--- src/common/msu_pkg.sv ---
/*
 * MSU audio stream package
 * Sample and FIFO word types, the player phase and the stream constants
 * shared by the intake, buffer and player stages
 */

`default_nettype none

package msu_pkg;

	// =====================================================================
	// Types
	// =====================================================================

	// Same width and format as the console audio
	typedef logic signed [15:0] sample_t;

	// One buffered word, first_left marks the first audio word of a track
	typedef struct packed {
		logic    first_left;
		sample_t sample;
	} fifo_word_t;

	// Which half of a stereo pair the next word belongs to
	typedef enum logic {
		phase_left,
		phase_right
	} play_phase_t;

	// =====================================================================
	// Constants
	// =====================================================================

	// "MSU1" tag plus the 32-bit loop point at the start of sector 0
	localparam int HEADER_WORDS = 4;

	// 512-byte sector, 256 words
	localparam int SECTOR_WORD_BITS = 8;

	// Volume is 0..255, so the product is scaled back by 8 bits
	localparam int VOL_SHIFT = 8;

	// Clocks per sample tick
	localparam int DEFAULT_SAMPLE_DIV = 567;
	localparam int DEFAULT_FIFO_ADDR_BITS = 10;

endpackage

`default_nettype wire

--- src/msu_stream/msu_word_intake.sv ---
/*
 * MSU word intake
 * Counts the words of each sector, skips the track header in sector 0,
 * drops words while the buffer is full and tags the first audio word
 */

`timescale 1ns/100ps
`default_nettype none

module msu_word_intake (
	input  wire logic                clk_sys,
	input  wire logic                reset,
	input  wire logic                sector_start,
	input  wire logic                sector_zero,
	input  wire logic                word_wr,
	input  wire logic [15:0]         word_data,
	input  wire logic                full,
	output      logic                fifo_wr,
	output      msu_pkg::fifo_word_t fifo_data
);

	import msu_pkg::*;

	logic [SECTOR_WORD_BITS-1:0] word_cnt;
	logic [SECTOR_WORD_BITS-1:0] word_idx;
	logic                        header_word;
	logic                        first_word;
	logic                        accept;

	// A word arriving together with sector_start is word 0
	assign word_idx = sector_start ? '0 : word_cnt;

	assign header_word = sector_zero && (word_idx < HEADER_WORDS);
	assign first_word  = sector_zero && (word_idx == HEADER_WORDS);

	// Full buffer is the only back-pressure, the word is simply lost
	assign accept = word_wr && !header_word && !full;

	always_ff @(posedge clk_sys or posedge reset) begin
		if (reset) begin
			word_cnt <= '0;
			fifo_wr  <= 1'b0;
		end else begin
			if (word_wr)
				word_cnt <= word_idx + 1'b1;
			else if (sector_start)
				word_cnt <= '0;
			fifo_wr <= accept;
		end
	end

	// Word register, qualified by fifo_wr
	always_ff @(posedge clk_sys) begin
		if (accept) begin
			fifo_data.first_left <= first_word;
			fifo_data.sample     <= word_data;
		end
	end

endmodule

`default_nettype wire
--- config.mk ---
export PLATFORM = sky130hd
export DESIGN_NAME = msu_word_intake
export DESIGN_NICKNAME = d
export VERILOG_FILES = /design/src/common/msu_pkg.sv /design/src/msu_stream/msu_word_intake.sv
export SDC_FILE = /design/constraint.sdc
export NUM_CORES = 1
export LEC_CHECK = 0
export ABC_AREA = 1
export ABC_CLOCK_PERIOD_IN_PS = 5450
export CELL_PAD_IN_SITES_DETAIL_PLACEMENT = 1
export CELL_PAD_IN_SITES_GLOBAL_PLACEMENT = 2
export CORE_MARGIN = 2
export CORE_UTILIZATION = 30
export CTS_CLUSTER_SIZE = 10
export DETAILED_ROUTE_END_ITERATION = 10
export DONT_BUFFER_PORTS = 1
export PLACE_DENSITY = 0.74
export RECOVER_POWER = 100
export SETUP_SLACK_MARGIN = 0.1
export SLEW_MARGIN = 15
export SYNTH_ARGS = -nofsm -noshare
export SYNTH_HDL_FRONTEND = slang
export SYNTH_SLANG_ARGS = --single-unit
--- constraint.sdc ---
create_clock -name clk_sys -period 5.45 [get_ports clk_sys]
set_input_delay 0.8175 -clock clk_sys [delete_from_list [all_inputs] [get_ports clk_sys]]
set_output_delay 0.8175 -clock clk_sys [all_outputs]
set_load 0.01 [all_outputs]
==> metrics, run 1 <==
status=completed; Fmax=between 400 and 500 MHz; layout net count=around 130; register area share after synthesis=0.669; hpwl dp=~1.6 mm; root cell of the clock tree=clkbuf_4; Yosys top cell area share=0.464; Reg2Reg Setup Slack=3.61 ns; H-tree Lvls=1; Initial Utilization=0.322; via count=between 600 and 700; initial antenna violation count=0; Detailed Route WL=1.97 mm; CTS sink cnt=26; post-synthesis register bit count=26; Die X=about 65 um; synthesis-to-layout area growth=4.32%; vias per cell=roughly 4.3; Post-Synthesis Cells=slightly below 100; Setup CP Type=in2reg; first-pass GRT wire length=approximately 3.2 mm; CTS buffer count=3; Post-CTS Hold Buffers=0; most frequent cells after synthesis=nand2_1, edfxtp_1, inv_1; peak supply drop=between 60 and 70 uV; Post-synth EDFFs=17; CP startpoint kind=input port; CP Data Required Time=around 5.4 ns; clk_skew=a little over 0.005 ns; CTS tree=built; RSZ-0062 raised after global routing=false; crit end category=flip-flop; Final Cycle Share=0.396; number of global-route vias before repair=~680; Avg Cell Area, Syn=approximately 11 sq um; 1st-iter DRT viols=49; Post-Syn Area=roughly 1100 sq um; Synth Net Count=121; total iterations of the first detailed-routing run=4; Critical Path Fanout Max=18; remaining global-route overflow=0; Worst setup startpoint=sector_start; reg2reg end=fifo_data[4]; worst flop-to-flop path startpoint=word_cnt[3]; post-route minimum period=2.16 ns; Filler Cell Count=roughly 390; GRT Total Usage=0.104; clk slew on worst S/H paths=approximately 0.13 ns; Fin. Hold Viols=0; DIE AREA=between 4000 and 5000 sq um; Post-synth ARST share=0.346; Detail Route Antenna Nets=0; Max-slew headroom=0.413; largest net degree at the start of global routing=19; Synth Flop Type=edfxtp_1; yosys warns=0; hold slack=about 0.34 ns; Resized cells post-CTS=0; GP Congestion=about 0.70; synth unique cells=21; setup bufs post-CTS=0; largest buffer count on any clock path=2; R2R depth=5; # diodes=0; power per cell area=276 nW/um^2; Core Box Area=approximately 3400 sq um; count leader, synth=nand2_1; Placed Instance Area=1150 sq um; Site Rows=21; setup TNS=0 ns; design area=approximately 1100 sq um; Die Y=64.5 um; worst-margin pin slew=just under 0.9 ns; cell taking the most area after synthesis=edfxtp_1; final count of pins violating max slew=0; final core occ=0.336; Min-Delay Path Class=in2async; largest cells by area after synthesis=edfxtp_1, dfrtp_1, nand2_1; # setup viols final=0; Leak=between 0.5 and 0.6 nW; Ports=40; # DRC=0; Avg WL per Cell=13.5 um; ratio of cells with drive above 1 in the final layout=0.0800; critical path capture point=fifo_data[4]; clk_lat worst skew=slightly above 0.3 ns; port bufs=0; max_cap viols=0; critical path arrival=roughly 2.1 ns
## where the power goes
part / leakage (nW) / internal [W] / switching, W
clock network: 0.0150 / 0.0000286 / 0.0000527
registers: 0.278 / 0.000218 / 0.00000491
logic: 0.216 / 0.00000378 / 0.00000833
## cells by family (layout without fill, tap and decap cells)
| kind of cell | after synthesis | after routing | synth area share |
|---|---|---|---|
| adder cells (fa/ha/maj) | 2 | 2 | 0.0227 |
| XOR/XNOR | 2 | 2 | 0.0159 |
| AND/OR/NAND/NOR | 43 | 43 | 0.195 |
| buffers and inverters | 19 | 22 | 0.0751 |
| flip-flops | 26 | 26 | 0.669 |
| AO/OA/AOI/OAI | 5 | 5 | 0.0227 |
## registers in the layout, summed over array words and instances, names as in the netlist
register	cells
word_cnt	8
fifo_data	17
fifo_wr	1
## per-stage QoR
stage	std cells	power, W	setup slack (ns)
after floorplan	97	0.000239	3.12
after global placement	142	0.000240	3.55
after detailed placement	142	0.000241	3.47
after CTS	146	0.000320	3.82
after global routing	146	0.000331	3.08
final	146	0.000316	3.29
## layout make-up
type | count | area, sq um | area share
Inverter | 17 | 63.8 | 0.0556
Tap cell | 46 | 57.6 | 0.0502
Multi-Input combinational cell | 52 | 260 | 0.227
Clock buffer | 4 | 26.3 | 0.0229
Sequential cell | 26 | 736 | 0.641
Timing Repair Buffer | 1 | 3.75 | 0.00327
## cells in the final DEF, fill, tap and decap left out, types with 2 or more instances in the layout
master	count
clkbuf_1	2
clkbuf_4	3
dfrtp_1	9
edfxtp_1	17
ha_1	2
inv_1	17
nand2_1	23
nand3_1	5
nor2_1	8
nor2_2	2
o21ai_0	2
o21ai_1	2
xnor2_1	2
## worst min-delay path by stage
stage | startpoint | end | slack [ns]
finish | reset | fifo_wr | 0.34
global placement | word_cnt[7] | word_cnt[7] | 0.58
global route | reset | fifo_wr | 0.35
CTS | reset | fifo_wr | 0.34
detailed placement | word_cnt[7] | word_cnt[7] | 0.59
floorplan | word_cnt[7] | word_cnt[7] | 0.54
## routing by layer
metal  vias up  part of all wire  global-route usage
met5         -                 0                   0
met4         0             0.011              0.0559
met3         2             0.061              0.0313
met2        28              0.50               0.172
met1       292              0.42               0.120
li1        310                 -                   -
## worst max-delay path, stage by stage
cell      delay [ns]
inv_1           0.22
o21ai_0         0.16
nand3_1         0.12
nor2_1          0.05
nor2_1          0.07
clkbuf_1        0.67
No activity file was read; power rests on OpenSTA's default activity.
==> run 2: changes to the inputs <==
- ABC_CLOCK_PERIOD_IN_PS: 5450 -> 1860
- PLACE_DENSITY: 0.74 -> 0.76
- clock period: 5.45 -> 1.86 ns (I/O delays scaled with it)
==> run 2 against run 1 <==
- power grew to 2.9 times the previous value
- via count increased by 1.4%
- setup slack got worse by 2.9 ns
- register-to-register slack worse by 3.2 ns
- highest routed layer unchanged
- hold slack got worse by 0.29 ns
- critical path type is now reg2reg
==> metrics, run 2 (synthesis gave the netlist of run 1 again) <==
status=completed; setup TNS=0 ns (unchanged); Leak=0.502 nW (-1.3%); number of global-route vias before repair=632 (-6.6%); Reg2Reg Setup Slack=0.41 ns (-3.20 ns); top flop regs=fifo_data: 17 flops, word_cnt: 8 flops, fifo_wr: 1 flops; # setup viols final=0 (unchanged); Avg WL per Cell=13.4 um (-0.86%); area of the multi-input gates=260 sq um (unchanged); Die Y=64.5 um (unchanged); clk slew on worst S/H paths=0.13 ns (about the same); min-delay src=word_wr; max reg flops=17 (unchanged); worst-margin pin slew=0.467 ns (-0.413 ns); most common cell after layout, fill and taps aside=nand2_1; largest net degree at the start of global routing=19 (unchanged); hold slack=0.0494 ns (-0.287 ns); layout net count=125 (unchanged); Max-slew headroom=0.688 (+0.275); vias per cell=4.39 (+1.4%); GRT Total Usage=0.104 (about the same); final setup margin=0.414 ns (-2.88 ns); total iterations of the first detailed-routing run=3 (-1); remaining global-route overflow=0 (unchanged); hpwl dp=1.61 mm (+2.3%); crit end category=flip-flop; root cell of the clock tree=clkbuf_4; CTS sink cnt=26 (unchanged); ratio of cells with drive above 1 in the final layout=0.0900 (+0.0100); CTS buffer count=3 (unchanged); Core Box Area=3420 sq um (unchanged); final count of pins violating max slew=0 (unchanged); synthesis-to-layout area growth=4.89%; initial antenna violation count=0 (unchanged); Critical Path Fanout Max=3 (-15); # DRC=0 (unchanged); clk_skew=0.00400 ns (-0.00118 ns); Setup CP Type=reg2reg; final core occ=0.338 (+0.00183); Fmax=roughly 700 MHz; Die X=64.5 um (unchanged); most frequent cells in the layout=nand2_1, edfxtp_1, inv_1; Min-Delay Path Class=in2reg; Detail Route Antenna Nets=0 (unchanged); power per cell area=806 nW/um^2 (+190%); post-route minimum period=about 1.4 ns; clk_lat worst skew=0.31 ns (about the same); critical path arrival=1.67 ns (-0.44 ns); largest buffer count on any clock path=2 (unchanged); Biggest register=fifo_data; peak supply drop=192 uV (+180%); Final Cycle Share=0.777; Ports=40 (unchanged); CTS tree=built; Power, Total=0.000929 W (+190%); worst flop-to-flop path startpoint=word_cnt[0]; RSZ-0062 raised after global routing=false; H-tree Lvls=1 (unchanged); Post-Place Setup Slack=0.139 ns (-3.33 ns); via count=641 (+1.4%); CP startpoint kind=flip-flop; Reg area=736 sq um (unchanged); 1st-iter DRT viols=59 (+20%); # diodes=0 (unchanged); Fin. Hold Viols=0 (unchanged); CP Data Required Time=2.08 ns (-3.32 ns); Initial Utilization=0.322 (unchanged); Site Rows=21 (unchanged); port bufs=0 (unchanged); DIE AREA=4170 sq um (unchanged); max_cap viols=0 (unchanged); Filler Cell Count=382 (-3.0%); first-pass GRT wire length=3.28 mm (+1.5%); Worst setup startpoint=word_cnt[0]; Detailed Route WL=1.95 mm (-0.86%); GP Congestion=0.779 (+12%)
run 2: cell types whose count changed in the layout (fill, tap and decap cells not counted), sizes merged:
cell | before | now
clkbuf | 5 | 4
dlygate4sd3 | 0 | 1
run 2: stage by stage:
stage,instance area [sq um],std cells
finish,1150,146
global route,1150,146
CTS,1180,146
detailed placement,1140,141
global placement,1140,141
floorplan,1100,97
run 2: layout make-up:
type                            instances  share of cell area
Inverter                               17              0.0553
Multi-Input combinational cell         52               0.226
Timing Repair Buffer                    1             0.00868
Clock buffer                            4              0.0228
Sequential cell                        26               0.638
Tap cell                               46              0.0499
run 2: routing by layer:
layer,vias up,global-route usage,share of wire
met3,2,0.0399,0.071
met5,-,0,0
met4,0,0.0399,0.0082
met1,294,0.123,0.46
met2,32,0.171,0.46
li1,313,-,-
run 2: path summary, 6_finish.rpt:
check,end,cells past startpoint
min reg2reg,word_cnt[7],3
max reg2reg,word_cnt[6],8
max,word_cnt[6],8
min,word_cnt[0],1
max in group asynchronous,word_cnt[2],2
min in group asynchronous,word_cnt[6],2
run 2: where the power goes:
group | internal (W) | switching (W) | total, W
sequential | 0.000639 | 0.0000140 | 0.000653
clock | 0.0000836 | 0.000154 | 0.000238
combinational | 0.0000127 | 0.0000265 | 0.0000391
run 2: critical path: stages, from the launching register on:
cell and delay [ns]:
dfrtp_1 0.39, nand2_1 0.11, inv_1 0.08, ha_1 0.15, nand2_1 0.07, nor3_1 0.33, nand3_1 0.11, nand2_1 0.08
inv_1 0.03
run 2: repair_timing:
item                       in CTS  in global routing
setup endpoints to repair       0                 17
hold endpoints to repair        9                  0
setup buffers                   0                  0
resized for setup               0                  1
hold buffers                    1                  0
==> run 3: changes to the inputs <==
- ABC_CLOCK_PERIOD_IN_PS: 1860 -> 1300
- clock period: 1.86 -> 1.3 ns (I/O delays scaled with it)
==> run 3 against run 2 <==
- the flow now finishes with violations (negative setup slack)
- count of clock-buffer cells in the layout unchanged
- clock skew is 0.0041 ns higher
- die area is the same
- register-to-register slack worse by 0.43 ns
- non-clock buffer count up 35
- sequential power up 43%
- maximum frequency is 9.9% higher
- largest cell class unchanged
- critical path depth fell by 3
- sequential share of layout area down 18 points
- setup slack got worse by 0.43 ns
==> metrics, run 3 (synthesis gave the netlist of run 1 again) <==
CTS tree=built; largest buffer count on any clock path=2 (unchanged); Final Cycle Share=1.01 (+0.234); post-route minimum period=1.32 ns (-0.130 ns); layout net count=160 (+28%); Core Box Area=3420 sq um (unchanged); Setup CP Type=reg2reg; via count=786 (+23%); Reg area=736 sq um (unchanged); Critical Path Fanout Max=5 (+2); vias per cell=4.34 (-1.1%); # setup viols final=14 (+14); max_cap viols=0 (unchanged); worst flop-to-flop path startpoint=word_cnt[5]; # DRC=0 (unchanged); most frequent cells in the layout=dlygate4sd3_1, nand2_1, edfxtp_1; crit end category=flip-flop; largest net degree at the start of global routing=19 (unchanged); CP Data Required Time=1.41 ns (-0.67 ns); GP Congestion=0.729 (-6.3%); peak supply drop=398 uV (+110%); Site Rows=21 (unchanged); Biggest register=fifo_data; H-tree Lvls=1 (unchanged); CP max-delay cell=dfrtp_1; max reg flops=17 (unchanged); DIE AREA=4170 sq um (unchanged); total iterations of the first detailed-routing run=4 (+1); final setup margin=-0.0151 ns (-0.430 ns); RSZ-0062 raised after global routing=true; Leak=0.698 nW (+39%); clk_lat worst skew=0.32 ns (about the same); clk slew on worst S/H paths=0.14 ns (about the same); 1st-iter DRT viols=45 (-24%); CP startpoint kind=flip-flop; CTS buffer count=3 (unchanged); Post-Place Setup Slack=-0.0481 ns (-0.187 ns); Detailed Route WL=2.75 mm (+41%); root cell of the clock tree=clkbuf_4; most common cell after layout, fill and taps aside=dlygate4sd3_1; status=complete, but fails checks; power per cell area=946 nW/um^2 (+17%); Die Y=64.5 um (unchanged); # diodes=0 (unchanged); Ports=40 (unchanged); failing checks=negative setup slack; critical path arrival=1.42 ns (-0.25 ns); final count of pins violating max slew=0 (unchanged); top flop regs=fifo_data: 17 flops, word_cnt: 8 flops, fifo_wr: 1 flops; Die X=64.5 um (unchanged); synthesis-to-layout area growth=45.5%; Detail Route Antenna Nets=0 (unchanged); clk_skew=0.00812 ns (+0.00412 ns); number of global-route vias before repair=850 (+34%); Fmax=760 MHz (+9.9%); Filler Cell Count=374 (-2.1%); remaining global-route overflow=0 (unchanged); Initial Utilization=0.322 (unchanged); min-delay src=word_wr; port bufs=0 (unchanged); area of the multi-input gates=352 sq um (+35%); crit-path cells=o21ai_2 > nand3_1 > nor2_2 > nor2_4 > clkbuf_16; hpwl dp=1.68 mm (+4.3%); Fin. Hold Viols=0 (unchanged); worst-margin pin slew=0.375 ns (-0.0918 ns); CTS sink cnt=26 (unchanged); ratio of cells with drive above 1 in the final layout=0.348 (+0.258); Avg WL per Cell=15.2 um (+14%); Max-slew headroom=0.749 (+0.0617); max incr delay on CP=0.44 ns (+0.05 ns); GRT Total Usage=0.138 (+0.0338); initial antenna violation count=0 (unchanged); placed insts=148 (+5.0%); Min-Delay Path Class=in2reg; Reg2Reg Setup Slack=-0.02 ns (-0.43 ns); first-pass GRT wire length=4.30 mm (+31%); Worst setup startpoint=word_cnt[5]; non-filler cells, final=181 (+24%)
==> run 3: changes by cell type in the layout (fill, tap and decap cells not counted), sizes merged <==
cell,before,now
dlygate4sd3,1,19
clkbuf,4,5
buf,0,16
==> run 3: worst paths after layout <==
path                                  to  depth (start not counted)
max in group asynchronous    word_cnt[0]                          2
max                        fifo_data[13]                          5
min reg2reg                  word_cnt[1]                          2
min                          word_cnt[2]                          2
max reg2reg                fifo_data[13]                          5
min in group asynchronous    word_cnt[4]                          2
==> run 3: critical path, delay by kind of cell, from the launching register on <==
kind	cells	cell delay, ns
flops	1	0.44
simple gates	3	0.33
buf+inv	1	0.15
compound gates	1	0.18
==> run 3: repair_timing <==
action                                 in CTS  in global routing
cloned                                      0                  2
buffers inserted                            4                  4
setup endpoints to repair                  19                 23
hold buffers                               19                  0
pin swaps                                   1                  9
gates resized for setup                     6                 12
endpoints found under the hold margin      27                  0
==> run 3: final cells by class <==
| class | instances | area share |
|---|---|---|
| well taps | 46 | 0.0360 |
| multi-input cells | 52 | 0.220 |
| inverters | 17 | 0.0399 |
| repair buffers | 36 | 0.222 |
| flip-flops and latches | 26 | 0.460 |
| clock buffers | 4 | 0.0227 |
==> run 3: power breakdown <==
group	leakage, nW	internal, W	switching [W]
Sequential	0.278	0.000913	0.0000219
Clock	0.0210	0.000171	0.000236
Combinational	0.399	0.0000978	0.0000737
==> run 3: layer usage <==
metal / vias up / wire length (um) / track usage
li1: 384 / - / -
met1: 365 / 1130 / 0.159
met2: 35 / 1430 / 0.254
met3: 2 / 160 / 0.0347
met4: 0 / 21 / 0.0319
met5: - / 0 / 0
==> run 3: metrics by stage <==
step	total power [W]	area [sq um]	hold WS, ns	setup TNS, ns	util
finish	0.00151	1600	0.0514	-0.145	0.468
global route	0.00158	1600	0.0622	-0.984	0.468
CTS	0.00148	1500	0.0313	0	0.438
detailed placement	0.00102	1210	0.0789	-0.811	0.353
global placement	0.00102	1210	0.0776	0	0.353
floorplan	0.00101	1120	0.0229	0	-
